===== src/source/corePkg.sv =====
package corePkg;

    typedef logic [31:0] word_t;
    typedef logic [4:0]  regAddr_t;
    typedef logic [1:0]  fwdSel_t;

    typedef enum logic [2:0] {
        aluAdd,
        aluSub,
        aluAnd,
        aluOr,
        aluXor,
        aluSlt,
        aluLui
    } aluOp_t;

    // data side wishbone cycle
    typedef enum logic {
        busIdle,
        busWaitAck
    } busState_t;

    localparam fwdSel_t fwdReg = 2'd0;  // value read in decode
    localparam fwdSel_t fwdMem = 2'd1;
    localparam fwdSel_t fwdWb  = 2'd2;

    localparam logic [5:0] opSpecial = 6'h00;
    localparam logic [5:0] opJ       = 6'h02;
    localparam logic [5:0] opBeq     = 6'h04;
    localparam logic [5:0] opBne     = 6'h05;
    localparam logic [5:0] opAddiu   = 6'h09;
    localparam logic [5:0] opOri     = 6'h0d;
    localparam logic [5:0] opLui     = 6'h0f;
    localparam logic [5:0] opLw      = 6'h23;
    localparam logic [5:0] opSw      = 6'h2b;

    // funct field of special
    localparam logic [5:0] fnAddu = 6'h21;
    localparam logic [5:0] fnSubu = 6'h23;
    localparam logic [5:0] fnAnd  = 6'h24;
    localparam logic [5:0] fnOr   = 6'h25;
    localparam logic [5:0] fnXor  = 6'h26;
    localparam logic [5:0] fnSlt  = 6'h2a;

    localparam word_t nopWord = 32'h0000_0000;  // sll r0, r0, 0

endpackage

===== src/source/cpuCore.sv =====
module cpuCore #(
    parameter corePkg::word_t resetPc = '0
) (
    input  logic              clk,
    input  logic              rstN,
    output corePkg::word_t    instAddr,
    input  corePkg::word_t    instData,
    output logic              dataCyc,
    output logic              dataStb,
    output logic              dataWe,
    output corePkg::word_t    dataAdr,
    output corePkg::word_t    dataDatW,
    output logic [3:0]        dataSel,
    input  corePkg::word_t    dataDatR,
    input  logic              dataAck,
    output corePkg::word_t    debugWbPc,
    output logic [3:0]        debugWbRfWen,
    output corePkg::regAddr_t debugWbRfWnum,
    output corePkg::word_t    debugWbRfWdata
);
    import corePkg::*;

    // hazard controls
    logic     stallF;
    logic     stallD;
    logic     bubbleE;
    logic     freeze;
    logic     busy;
    fwdSel_t  fwdA;
    fwdSel_t  fwdB;

    logic     redirect;
    word_t    redirectPc;
    word_t    pcD;
    word_t    instrD;
    regAddr_t rsD;
    regAddr_t rtD;

    word_t    pcE;
    word_t    rsValE;
    word_t    rtValE;
    word_t    immE;
    regAddr_t rsE;
    regAddr_t rtE;
    regAddr_t dstE;
    aluOp_t   aluOpE;
    logic     useImmE;
    logic     regWenE;
    logic     loadE;
    logic     storeE;
    logic     beqE;
    logic     bneE;
    logic     jumpE;
    logic [25:0] jumpIdxE;

    word_t    aluOutM;
    word_t    storeDataM;
    regAddr_t dstM;
    logic     regWenM;
    logic     loadM;
    logic     storeM;
    word_t    pcM;
    word_t    memResult;

    logic     wbWen;
    regAddr_t wbAddr;
    word_t    wbData;

    // every port name matches a wire above
    fetchStage #(.resetPc(resetPc)) i_fetch (.*);
    decodeStage i_decode (.*);
    executeStage i_execute (.*);
    memoryStage i_memory (.*);
    hazardUnit i_hazard (.*);

endmodule


===== src/source/hazardUnit.sv =====
module hazardUnit (
    input  corePkg::regAddr_t rsD,
    input  corePkg::regAddr_t rtD,
    input  corePkg::regAddr_t rsE,
    input  corePkg::regAddr_t rtE,
    input  logic              loadE,
    input  corePkg::regAddr_t dstE,
    input  corePkg::regAddr_t dstM,
    input  logic              regWenE,
    input  logic              regWenM,
    input  corePkg::regAddr_t wbAddr,
    input  logic              wbWen,
    input  logic              busy,
    output logic              stallF,
    output logic              stallD,
    output logic              bubbleE,
    output logic              freeze,
    output corePkg::fwdSel_t  fwdA,
    output corePkg::fwdSel_t  fwdB
);
    import corePkg::*;

    logic loadUse;

    // newest producer wins
    function automatic fwdSel_t pickSource(regAddr_t src);
        if (src != '0 && regWenM && dstM == src) begin
            return fwdMem;
        end else if (src != '0 && wbWen && wbAddr == src) begin
            return fwdWb;
        end
        return fwdReg;
    endfunction

    always_comb begin
        fwdA = pickSource(rsE);
        fwdB = pickSource(rtE);
    end

    assign loadUse = loadE && regWenE && dstE != '0 && (dstE == rsD || dstE == rtD);

    assign stallF  = loadUse;
    assign stallD  = loadUse;
    assign bubbleE = loadUse;
    assign freeze  = busy;  // whole pipeline waits for ack

endmodule


===== src/source/memoryStage.sv =====
module memoryStage (
    input  logic              clk,
    input  logic              rstN,
    input  corePkg::word_t    aluOutM,
    input  corePkg::word_t    storeDataM,
    input  corePkg::regAddr_t dstM,
    input  logic              regWenM,
    input  logic              loadM,
    input  logic              storeM,
    input  corePkg::word_t    pcM,
    output logic              busy,
    output corePkg::word_t    memResult,
    output logic              dataCyc,
    output logic              dataStb,
    output logic              dataWe,
    output corePkg::word_t    dataAdr,
    output corePkg::word_t    dataDatW,
    output logic [3:0]        dataSel,
    input  corePkg::word_t    dataDatR,
    input  logic              dataAck,
    output logic              wbWen,
    output corePkg::regAddr_t wbAddr,
    output corePkg::word_t    wbData,
    output corePkg::word_t    debugWbPc,
    output logic [3:0]        debugWbRfWen,
    output corePkg::regAddr_t debugWbRfWnum,
    output corePkg::word_t    debugWbRfWdata
);
    import corePkg::*;

    busState_t state;
    busState_t stateNext;
    logic      memOp;
    logic      retire;

    assign memOp = loadM | storeM;

    always_comb begin
        stateNext = state;
        dataCyc   = 1'b0;
        case (state)
            busIdle: begin
                dataCyc = memOp;  // goes out in the first memory cycle
                if (memOp && !dataAck) begin
                    stateNext = busWaitAck;
                end
            end
            busWaitAck: begin
                dataCyc = 1'b1;
                if (dataAck) begin
                    stateNext = busIdle;
                end
            end
            default: stateNext = busIdle;
        endcase
    end

    always_ff @(posedge clk) begin
        if (!rstN) begin
            state <= busIdle;
        end else begin
            state <= stateNext;
        end
    end

    assign dataStb   = dataCyc;
    assign dataWe    = storeM;
    assign dataAdr   = aluOutM;
    assign dataDatW  = storeDataM;
    assign dataSel   = 4'b1111;  // word access only
    assign busy      = dataCyc & ~dataAck;
    assign memResult = loadM ? dataDatR : aluOutM;

    // held while busy so writeback forwarding stays valid
    always_ff @(posedge clk) begin
        if (!rstN) begin
            wbWen  <= 1'b0;
            retire <= 1'b0;
        end else begin
            retire <= !busy && regWenM && dstM != '0;
            if (!busy) begin
                wbWen <= regWenM && dstM != '0;
            end
        end
    end

    always_ff @(posedge clk) begin
        if (!busy) begin
            wbAddr    <= dstM;
            wbData    <= memResult;
            debugWbPc <= pcM;
        end
    end

    // one pulse per retiring write
    assign debugWbRfWen   = {4{retire}};
    assign debugWbRfWnum  = wbAddr;
    assign debugWbRfWdata = wbData;

endmodule


===== src/source/executeStage.sv =====
module executeStage (
    input  logic              clk,
    input  logic              rstN,
    input  logic              freeze,
    input  corePkg::word_t    pcE,
    input  corePkg::word_t    rsValE,
    input  corePkg::word_t    rtValE,
    input  corePkg::word_t    immE,
    input  corePkg::regAddr_t dstE,
    input  corePkg::aluOp_t   aluOpE,
    input  logic              useImmE,
    input  logic              regWenE,
    input  logic              loadE,
    input  logic              storeE,
    input  logic              beqE,
    input  logic              bneE,
    input  logic              jumpE,
    input  logic [25:0]       jumpIdxE,
    input  corePkg::fwdSel_t  fwdA,
    input  corePkg::fwdSel_t  fwdB,
    input  corePkg::word_t    memResult,
    input  corePkg::word_t    wbData,
    output logic              redirect,
    output corePkg::word_t    redirectPc,
    output corePkg::word_t    aluOutM,
    output corePkg::word_t    storeDataM,
    output corePkg::regAddr_t dstM,
    output logic              regWenM,
    output logic              loadM,
    output logic              storeM,
    output corePkg::word_t    pcM
);
    import corePkg::*;

    word_t srcA;
    word_t rtFwd;
    word_t srcB;
    word_t aluOut;
    word_t pcPlus4;
    word_t branchTarget;
    word_t jumpTarget;
    logic  taken;

    function automatic word_t pickOperand(fwdSel_t sel, word_t regVal, word_t memVal,
                                          word_t wbVal);
        case (sel)
            fwdMem:  return memVal;
            fwdWb:   return wbVal;
            default: return regVal;
        endcase
    endfunction

    assign srcA  = pickOperand(fwdA, rsValE, memResult, wbData);
    assign rtFwd = pickOperand(fwdB, rtValE, memResult, wbData);  // also the store data
    assign srcB  = useImmE ? immE : rtFwd;

    always_comb begin
        case (aluOpE)
            aluSub:  aluOut = srcA - srcB;
            aluAnd:  aluOut = srcA & srcB;
            aluOr:   aluOut = srcA | srcB;
            aluXor:  aluOut = srcA ^ srcB;
            aluSlt:  aluOut = {31'b0, $signed(srcA) < $signed(srcB)};
            aluLui:  aluOut = {srcB[15:0], 16'h0000};
            default: aluOut = srcA + srcB;
        endcase
    end

    // targets relative to the delay slot
    assign pcPlus4      = pcE + 32'd4;
    assign branchTarget = pcPlus4 + {immE[29:0], 2'b00};
    assign jumpTarget   = {pcPlus4[31:28], jumpIdxE, 2'b00};
    assign taken        = (beqE && srcA == rtFwd) || (bneE && srcA != rtFwd);
    assign redirect     = taken || jumpE;
    assign redirectPc   = jumpE ? jumpTarget : branchTarget;

    always_ff @(posedge clk) begin
        if (!rstN) begin
            regWenM <= 1'b0;
            loadM   <= 1'b0;
            storeM  <= 1'b0;
        end else if (!freeze) begin
            regWenM <= regWenE;
            loadM   <= loadE;
            storeM  <= storeE;
        end
    end

    always_ff @(posedge clk) begin
        if (!freeze) begin
            aluOutM    <= aluOut;
            storeDataM <= rtFwd;
            dstM       <= dstE;
            pcM        <= pcE;
        end
    end

endmodule


===== src/source/decodeStage.sv =====
module decodeStage (
    input  logic              clk,
    input  logic              rstN,
    input  corePkg::word_t    pcD,
    input  corePkg::word_t    instrD,
    input  logic              bubbleE,
    input  logic              freeze,
    input  logic              wbWen,
    input  corePkg::regAddr_t wbAddr,
    input  corePkg::word_t    wbData,
    output corePkg::regAddr_t rsD,
    output corePkg::regAddr_t rtD,
    output corePkg::word_t    pcE,
    output corePkg::word_t    rsValE,
    output corePkg::word_t    rtValE,
    output corePkg::word_t    immE,
    output corePkg::regAddr_t rsE,
    output corePkg::regAddr_t rtE,
    output corePkg::regAddr_t dstE,
    output corePkg::aluOp_t   aluOpE,
    output logic              useImmE,
    output logic              regWenE,
    output logic              loadE,
    output logic              storeE,
    output logic              beqE,
    output logic              bneE,
    output logic              jumpE,
    output logic [25:0]       jumpIdxE
);
    import corePkg::*;

    logic [5:0] opcode;
    logic [5:0] funct;
    regAddr_t   rdD;
    regAddr_t   dst;
    aluOp_t     aluOp;
    word_t      immD;
    word_t      rsVal;
    word_t      rtVal;
    logic       signExt;
    logic       useImm;
    logic       regWen;
    logic       load;
    logic       store;
    logic       beq;
    logic       bne;
    logic       jump;

    assign opcode = instrD[31:26];
    assign funct  = instrD[5:0];
    assign rsD    = instrD[25:21];
    assign rtD    = instrD[20:16];
    assign rdD    = instrD[15:11];

    always_comb begin
        aluOp   = aluAdd;
        dst     = rtD;  // i-type writes rt
        signExt = 1'b1;
        useImm  = 1'b0;
        regWen  = 1'b0;
        load    = 1'b0;
        store   = 1'b0;
        beq     = 1'b0;
        bne     = 1'b0;
        jump    = 1'b0;
        case (opcode)
            opSpecial: begin
                dst    = rdD;
                regWen = 1'b1;
                case (funct)
                    fnAddu:  aluOp = aluAdd;
                    fnSubu:  aluOp = aluSub;
                    fnAnd:   aluOp = aluAnd;
                    fnOr:    aluOp = aluOr;
                    fnXor:   aluOp = aluXor;
                    fnSlt:   aluOp = aluSlt;
                    default: regWen = 1'b0;  // nop and anything unknown
                endcase
            end
            opAddiu: begin
                useImm = 1'b1;
                regWen = 1'b1;
            end
            opOri: begin
                aluOp   = aluOr;
                signExt = 1'b0;
                useImm  = 1'b1;
                regWen  = 1'b1;
            end
            opLui: begin
                aluOp  = aluLui;
                useImm = 1'b1;
                regWen = 1'b1;
            end
            opLw: begin
                useImm = 1'b1;
                regWen = 1'b1;
                load   = 1'b1;
            end
            opSw: begin
                useImm = 1'b1;
                store  = 1'b1;
            end
            opBeq:   beq = 1'b1;
            opBne:   bne = 1'b1;
            opJ:     jump = 1'b1;
            default: ;
        endcase
    end

    assign immD = signExt ? {{16{instrD[15]}}, instrD[15:0]} : {16'h0000, instrD[15:0]};

    regFile i_regFile (
        .clk  (clk),
        .rstN (rstN),
        .raA  (rsD),
        .raB  (rtD),
        .wa   (wbAddr),
        .we   (wbWen),
        .wd   (wbData),
        .rdA  (rsVal),
        .rdB  (rtVal)
    );

    // control bits, cleared for a bubble
    always_ff @(posedge clk) begin
        if (!rstN) begin
            regWenE <= 1'b0;
            loadE   <= 1'b0;
            storeE  <= 1'b0;
            beqE    <= 1'b0;
            bneE    <= 1'b0;
            jumpE   <= 1'b0;
        end else if (!freeze) begin
            regWenE <= regWen & ~bubbleE;
            loadE   <= load & ~bubbleE;
            storeE  <= store & ~bubbleE;
            beqE    <= beq & ~bubbleE;
            bneE    <= bne & ~bubbleE;
            jumpE   <= jump & ~bubbleE;
        end
    end

    always_ff @(posedge clk) begin
        if (!freeze) begin
            pcE      <= pcD;
            rsValE   <= rsVal;
            rtValE   <= rtVal;
            immE     <= immD;
            rsE      <= rsD;
            rtE      <= rtD;
            dstE     <= dst;
            aluOpE   <= aluOp;
            useImmE  <= useImm;
            jumpIdxE <= instrD[25:0];
        end
    end

endmodule


===== src/source/fetchStage.sv =====
module fetchStage #(
    parameter corePkg::word_t resetPc = '0
) (
    input  logic           clk,
    input  logic           rstN,
    input  logic           stallF,
    input  logic           stallD,
    input  logic           freeze,
    input  logic           redirect,
    input  corePkg::word_t redirectPc,
    input  corePkg::word_t instData,
    output corePkg::word_t instAddr,
    output corePkg::word_t pcD,
    output corePkg::word_t instrD
);
    import corePkg::*;

    word_t pc;
    word_t pcNext;

    assign pcNext   = redirect ? redirectPc : pc + 32'd4;
    assign instAddr = pc;

    always_ff @(posedge clk) begin
        if (!rstN) begin
            pc <= resetPc;
        end else if (!freeze && !stallF) begin
            pc <= pcNext;
        end
    end

    always_ff @(posedge clk) begin
        if (!rstN) begin
            instrD <= nopWord;
        end else if (!freeze) begin
            if (redirect) begin
                instrD <= nopWord;  // fetched past the delay slot
            end else if (!stallD) begin
                instrD <= instData;
            end
        end
    end

    always_ff @(posedge clk) begin
        if (!freeze && !stallD) begin
            pcD <= pc;
        end
    end

endmodule


===== src/source/regFile.sv =====
module regFile (
    input  logic              clk,
    input  logic              rstN,
    input  corePkg::regAddr_t raA,
    input  corePkg::regAddr_t raB,
    input  corePkg::regAddr_t wa,
    input  logic              we,
    input  corePkg::word_t    wd,
    output corePkg::word_t    rdA,
    output corePkg::word_t    rdB
);
    import corePkg::*;

    word_t regs [32];

    // r0 reads zero, writeback bypasses the array
    function automatic word_t readPort(regAddr_t ra);
        if (ra == '0) begin
            return '0;
        end else if (we && wa == ra) begin
            return wd;
        end
        return regs[ra];
    endfunction

    always_ff @(posedge clk) begin
        if (rstN && we && wa != '0) begin
            regs[wa] <= wd;
        end
    end

    always_comb begin
        rdA = readPort(raA);
        rdB = readPort(raB);
    end

endmodule


===== config.mk =====
export PLATFORM = sky130hd
export DESIGN_NAME = cpuCore
export DESIGN_NICKNAME = d
export VERILOG_FILES = /design/src/source/corePkg.sv /design/src/source/cpuCore.sv /design/src/source/hazardUnit.sv /design/src/source/memoryStage.sv /design/src/source/executeStage.sv /design/src/source/decodeStage.sv /design/src/source/fetchStage.sv /design/src/source/regFile.sv
export SDC_FILE = /design/constraint.sdc
export NUM_CORES = 2
export LEC_CHECK = 0
export BUFFER_PORTS_ARGS = -buffer_cell sky130_fd_sc_hd__buf_2
export CAP_MARGIN = 0
export CELL_PAD_IN_SITES_DETAIL_PLACEMENT = 0
export CELL_PAD_IN_SITES_GLOBAL_PLACEMENT = 1
export CORE_ASPECT_RATIO = 1.2
export CORE_MARGIN = 10
export CORE_UTILIZATION = 35
export CTS_CLUSTER_SIZE = 30
export DETAILED_ROUTE_END_ITERATION = 12
export PLACE_DENSITY = 0.54
export SLEW_MARGIN = 5
export SYNTH_ARGS = -nofsm -noshare
export SYNTH_HDL_FRONTEND = slang
export SYNTH_SLANG_ARGS = --single-unit

===== constraint.sdc =====
create_clock -name clk -period 21.4 [get_ports clk]
set_clock_uncertainty 0.1 [all_clocks]
set_input_delay 1.07 -clock clk [delete_from_list [all_inputs] [get_ports clk]]
set_output_delay 1.07 -clock clk [all_outputs]
set_load 0.01 [all_outputs]

### Word level (Yosys, flattened, before mapping)

Memories as Yosys holds them, arrays and structs flattened. A register that Yosys moved wholly into a read port is not among the register bits.
Index checks and enable logic that the tools add are counted.

| cells by class | value |
|---|---|
| shifts and indexed selects | 0 |
| bitwise gates (word level) | 15 |
| $add $sub $neg | 5 |
| muxes and demuxes | 50 |
| reduce and logical (&&, ||, !) cells | 40 |
| div/mod/pow operators | 0 |
| magnitude comparators | 1 |
| $mul | 0 |
| equality and inequality tests | 35 |

Operators by type and width:

| operator | number |
|---|---|
| two-way mux 32 bit | 12 |
| one-hot mux 32 bit (6 select lines) | 1 |
| one-hot mux 32 bit (2 select lines) | 2 |
| adder 32 x 3 -> 32 bit (second input constant) | 2 |
| adder 32 bit | 2 |
| == test 6 bit (second input constant) | 8 |
| == test 5 bit | 8 |
| bitwise AND 32 bit | 1 |
| == test 32 bit | 1 |
| less-than comparator 32 bit | 1 |
| != test 32 bit | 1 |
| OR 32 bit | 1 |
| subtractor 32 bit | 1 |
| XOR 32 bit | 1 |
| two-way mux 5 bit | 5 |
| nonzero test 5 bit | 5 |
| logical AND 1 bit | 22 |
| two-way mux 1 bit | 19 |
| == test 6 x 4 -> 1 bit (second input constant) | 3 |
| one-hot mux 3 bit (5 select lines) | 1 |
| == test 6 x 3 -> 1 bit (second input constant) | 2 |
| two-way mux 2 bit | 6 |
| zero test 5 bit | 2 |
| == test 3 bit (second input constant) | 3 |
| other kinds (18) | 36 |

| storage, ports and cells | value |
|---|---|
| word-level logic and storage cells | 180 |
| ROM bits | 0 |
| output and inout bits | 176 |
| memory bits (writable) | 1024 |
| bits of input ports | 67 |
| memories kept | 1 |
| bits in latches | 0 |
| bits in registers | 436 |

Memories:

| name | depth | bits a word | read ports | clocked after memory_dff | wr ports | RTL line | source |
|---|---|---|---|---|---|---|---|
| i_decode.i_regFile.regs | 32 | 32 | 2 | 2 | 1 | regFile.sv:14 | `word_t regs [32];` |

### Logic depth before layout (Yosys ltp)

| logic depth | value |
|---|---|
| depth after elaboration | 16 |
| mapped depth | 27 |

### Cells and area by module

A second synthesis with hierarchy kept.

| unflattened totals | value |
|---|---|
| cells, all modules | 5174 |
| area, all modules | 73890.9 sq um |

Modules (own cells, without submodules):

| module | area each (sq um) | cells an instance | instances |
|---|---|---|---|
| regFile | 48587.8 | 2618 | 1 |
| executeStage | 12544.5 | 1600 | 1 |
| decodeStage | 4859.7 | 246 | 1 |
| fetchStage | 4025.1 | 425 | 1 |
| memoryStage | 3420.8 | 231 | 1 |
| hazardUnit | 452.9 | 54 | 1 |

### Worst setup path before layout

Ideal clock, no wire load.

| timing path | value |
|---|---|
| kind | register -> register |
| from | reg i_execute.loadM |
| to | reg i_decode.jumpE |
| clock period less this slack | 9.105 ns |
| arrival | 8.879 ns |
| path buffers | 3 |
| library setup time | 0.126 ns |
| stages on the path, launching flop included | 9 |
| setup slack | 12.295 ns |
| path through | dfxtp_1 > clkbuf_1 > buf_2 > buf_1 > or3_1 > nor2b_1 > inv_1 > nor2_1 > a32o_1 |

| between the ends | value |
|---|---|
| longest elaborated chain between the ends | 3 |

RTL lines:

| item | RTL line | source |
|---|---|---|
| from (decl) | executeStage.sv:29 | `output logic loadM,` |
| from (signal assigned) | executeStage.sv:84 | `loadM <= loadE;` |
| OR 1 bit | memoryStage.sv:36 | `assign memOp = loadM \| storeM;` |
| one-hot mux 1 bit (2 select lines) | memoryStage.sv:41 | `case (state)` |
| net dataCyc | cpuCore.sv:8 | `output logic dataCyc,` |
| bitwise AND 1 bit | memoryStage.sv:71 | `assign busy = dataCyc & ~dataAck;` |
| to (signal assigned) | decodeStage.sv:140 | `jumpE <= jump & ~bubbleE;` |
| to (decl) | decodeStage.sv:27 | `output logic jumpE,` |

The timed path passes the listed nets, and every way through them passes these cells.
A chain may end at the register's enable or synchronous reset.

### Final worst setup path

| timing path | value |
|---|---|
| from | reg i_memory.wbAddr[1], in the netlist i_memory.debugWbRfWnum[1] |
| to | reg i_execute.aluOutM[29] (data pin) |

| between the ends | value |
|---|---|
| longest elaborated chain between the ends | 10 |
| elaborated cells on any way between the ends | 23 |
| those cells by class | add/sub: 2; eq/ne: 6; mux: 10; bitwise: 3; reduce/logical: 2 |

RTL lines:

| item | RTL line | source |
|---|---|---|
| from (decl) | memoryStage.sv:22 | `output corePkg::regAddr_t wbAddr,` |
| from (signal assigned) | memoryStage.sv:89 | `wbAddr <= dstM;` |
| == test 5 bit * | hazardUnit.sv:29 | `end else if (src != '0 && wbWen && wbAddr == src) begin` |
| logical AND 1 bit * | hazardUnit.sv:29 |  |
| two-way mux 1 bit * | hazardUnit.sv:29 |  |
| two-way mux 1 bit * | hazardUnit.sv:27 | `if (src != '0 && regWenM && dstM == src) begin` |
| two-way mux 2 bit * | hazardUnit.sv:32 | `return fwdReg;` |
| == test 2 bit or == test 2 x 1 -> 1 bit (tied branches) | executeStage.sv:46 | `case (sel)` |
| one-hot mux 32 bit (2 select lines) * | executeStage.sv:46 |  |
| net i_execute.rtFwd[3] | executeStage.sv:36 | `word_t rtFwd;` |
| two-way mux 32 bit * | executeStage.sv:55 | `assign srcB = useImmE ? immE : rtFwd;` |
| adder 32 bit or subtractor 32 bit (tied branches) | executeStage.sv:65, executeStage.sv:59 |  |
| one-hot mux 32 bit (6 select lines) * | executeStage.sv:58 | `case (aluOpE)` |
| net i_execute.aluOut[29] | executeStage.sv:38 | `word_t aluOut;` |
| to (signal assigned) | executeStage.sv:91 | `aluOutM <= aluOut;` |
| to (decl) | executeStage.sv:25 | `output corePkg::word_t aluOutM,` |

Mark *: on every way through the listed nets, which the timed path passes. The rest lies on a longest branch.

==> results.toml <==
[synth]
synth_ff_type = "edfxtp_1"
synth_area_um2 = 73050
yosys.area_share.adder = 0.02223
synthXorXnorAreaFrac = 0.02074
synth_edf_count = 1358
ys_seq_area_frac = 0.5818
netlist_instances = 4627
synth_top_family_by_area = "multiplexers"
ys_warn_count = 0
muxShareOfSynthArea = 0.2236
async_flop_share = 0
avgSynthCellArea_um2 = 15.79
synth-compound-area-share = 0.07851
ys_ff_latch = 1444
synth-simple-area-share = 0.04760
ys_types = 96

[critical_path]
cp_common_cell = "mux2i_1"
cp_slowest_cell = "edfxtp_1"
crit_fanout = 39
crit_family = "simple AND/OR/NAND/NOR gates"
required_ns = 21.89
max_stage_delay_ns = 0.71
crit_path_cell_trace = "xor2_1 > nor4b_4 > nand2_4 > mux2i_1 > a21oi_2 > mux2i_1 > inv_1 > ha_1 > inv_1 > or3_1 > and4b_1 > o2111a_1 > a211oi_1 > o31ai_1 > or3b_2 > a31oi_1 > a31oi_1 > o21ai_0 > mux2i_1 > nor3_1"
worstPathArrival_ns = 7.76
start_kind = "flip-flop"
cp.buffers_inverters = 2
crit_path_end_kind = "flip-flop"
worst-setup-path-type = "reg2reg"

[route]
drt-met1-wl_um = 107000
drt_first_pass_iters = 5
route.detailed.drc = 0
top_layer_used = "met4"
wl_per_cell_um = 33.04
via_per_inst = 5.826
vias = 45300
antenna_left = 0
route.met2.wl_um = 126000
drtIter0Drc = 4328
routed_wl_um = 256900
route.met3.wl_um = 13620

[sta]
rsz0062_at_grt = "no"
worst_pin_slew_ns = 1.227
slew_viol_final = 0
tns_ns = 0
slew_headroom = 0.1750
fin_crit_sh = 0.3397
fmax_mhz = 137.5
setup_ws_ns = 14.13
period_needed_ns = 7.271
holdWs_ns = 0.3130
hold_violations = 0
setup_viol = 0

[run_status]
status = "finished, final reports clean"

[die]
core_area_um2 = 207400
dieWidth_um = 437.1
start_util = 0.3522
io-pin-count = 243
dieArea_um2 = 227500
die_h_um = 520.5
fp-row-count = 183

[power_and_ir_drop]
leakage_uw = 0.02809
p_sw_frac = 0.3181
p_seq_frac = 0.442
p_per_area_nw_per_um2 = 101.0
power.switching_uw = 2668
clkPwrFrac = 0.325
p_comb_frac = 0.233
peakVddDrop_uv = 57.26
p_int_uw = 5720

[worst_hold_path]
hold_class = "reg2reg"

[grt]
grtUsageTotal = 0.2204
grt_pass1_vias = 45890
grt_pass1_wl_um = 361700
antenna_found_initial = 3
grt_max_degree = 113
overflow = 0

[final_layout]
regArea_um2 = 42540
drive_gt1_frac = 0.2731
multi_input_area_um2 = 29100
layout_common_cells = "edfxtp_1, mux4_2, buf_2"
fillers = 19050
final_common_cell = "edfxtp_1"
area_growth_syn_to_layout_pct = 13.66
num-nets-final = 5064

[cts]
holdBufCountCts = 0
root_buffer = "clkbuf_16"
clock_path_buffers = 3
cts_setup_buffers = 0
cts_resized = 0
cts_tree = "done"
numClockSinks = 1444
insertion_delay_ns = 0.83
cts_inserted_buffers = 158
clkSlewWorstSetupHoldPaths_ns = 0.07
htree_levels = 4

[placement]
hpwl_um = 161600
gp_congestion = 0.9003
io_buffers = 238
place_ws_ns = 14.22

[run]
cap_viol_max_count = 0
==> synth_stat cells (all sizes together) (21+ instances only) <==
cell type	count	area, um2
nor2	265	1005
nand4	30	187.7
mux2i	149	1491
o21ai	145	725.7
nor3	43	215.2
mux2	36	405.4
o22ai	38	237.7
a21o	40	300.3
a211oi	106	795.8
dfxtp	86	1722
a31oi	31	200.2
clkbuf	219	822.0
nand2	165	636.9
o21a	39	292.8
xor2	63	551.8
a22o	37	324.1
buf	102	478.0
nand3	96	485.5
inv	148	555.5
mux4	641	14440
xnor2	110	963.4
a22oi	21	157.7
a21oi	202	1026
ha	125	1564
edfxtp	1358	40780
o21bai	42	315.3
==> worst reg2reg max path, cell delays in order (launching register included) <==
cell and delay (ns):
edfxtp_1 0.71, xor2_1 0.24, nor4b_4 0.53, nand2_4 0.46, mux2i_1 0.46, a21oi_2 0.16, mux2i_1 0.42, inv_1 0.09
ha_1 0.51, inv_1 0.20, or3_1 0.41, and4b_1 0.31, o2111a_1 0.19, a211oi_1 0.11, o31ai_1 0.60, or3b_2 0.51
a31oi_1 0.25, a31oi_1 0.21, o21ai_0 0.27, mux2i_1 0.23, nor3_1 0.08
==> power groups by stage <==
stage / Clock [uW] / Combinational [uW] / Sequential, uW
global placement: 0 / 1950 / 3770
finish: 2730 / 1950 / 3710
CTS: 2800 / 1960 / 3710
floorplan: 0 / 916 / 3890
global route: 2900 / 2090 / 3720
detailed placement: 0 / 1950 / 3770
==> registers in the layout, summed over array words and instances, names as in the netlist, 3 cells and up, named ones only <==
signal	count
i_execute.pcM	32
i_fetch.instrD	32
i_decode.pcE	32
i_execute.aluOutM	32
i_decode.dstE	5
i_memory.debugWbRfWdata	32
i_execute.dstM	5
i_decode.i_regFile.regs	1024
i_decode.rtValE	32
i_fetch.instAddr	32
i_fetch.pcD	32
i_decode.jumpIdxE	25
i_memory.debugWbRfWnum	5
i_memory.debugWbPc	32
i_decode.rsValE	32
i_execute.storeDataM	32
i_decode.aluOpE	3
==> per-stage QoR <==
stage / instances / instance area (um2) / util / power [uW]
floorplan: 4661 / 73180 / - / 4808
global placement: 7484 / 77910 / 0.3755 / 5720
detailed placement: 7484 / 77910 / 0.3755 / 5720
CTS: 7773 / 83030 / 0.4002 / 8464
global route: 7774 / 83030 / 0.4002 / 8718
finish: 7775 / 83030 / 0.4003 / 8388
==> worst paths after layout <==
check / slack (ns) / cells after the start / start / to
min: 0.31 / 0 / i_fetch.pcD[22] / i_decode.pcE[22]
max: 14.13 / 20 / i_memory.debugWbRfWnum[1] / i_execute.aluOutM[29]
min reg2reg: 0.31 / 0 / i_fetch.pcD[22] / i_decode.pcE[22]
max reg2reg: 14.13 / 20 / i_memory.debugWbRfWnum[1] / i_execute.aluOutM[29]
==> routing by layer <==
layer | vias up | global-route usage
met5 | - | 0
met1 | 24040 | 0.2908
li1 | 19340 | -
met4 | 0 | 0.08081
met3 | 372 | 0.03164
met2 | 1550 | 0.3692
==> layout make-up <==
| class | instances | area share |
|---|---|---|
| well taps | 2775 | 0.04182 |
| diodes | 2 | 0.00006028 |
| clock inverters | 84 | 0.01056 |
| repair buffers | 369 | 0.02679 |
| flip-flops and latches | 1444 | 0.5123 |
| inverters | 149 | 0.006826 |
| multi-input cells | 2747 | 0.3505 |
| clock buffers | 205 | 0.05111 |
==> cell families (layout without fill, tap and decap cells) <==
kind of cell / Yosys count / in the layout
AO/OA/AOI/OAI: 852 / 852
XOR/XNOR: 173 / 173
adder cells (fa/ha/maj): 128 / 128
buffers and inverters: 470 / 807
flip-flops: 1444 / 1444
multiplexers: 826 / 826
other: 2 / 38
AND/OR/NAND/NOR: 732 / 732
Power figures use the tool's default switching activity.
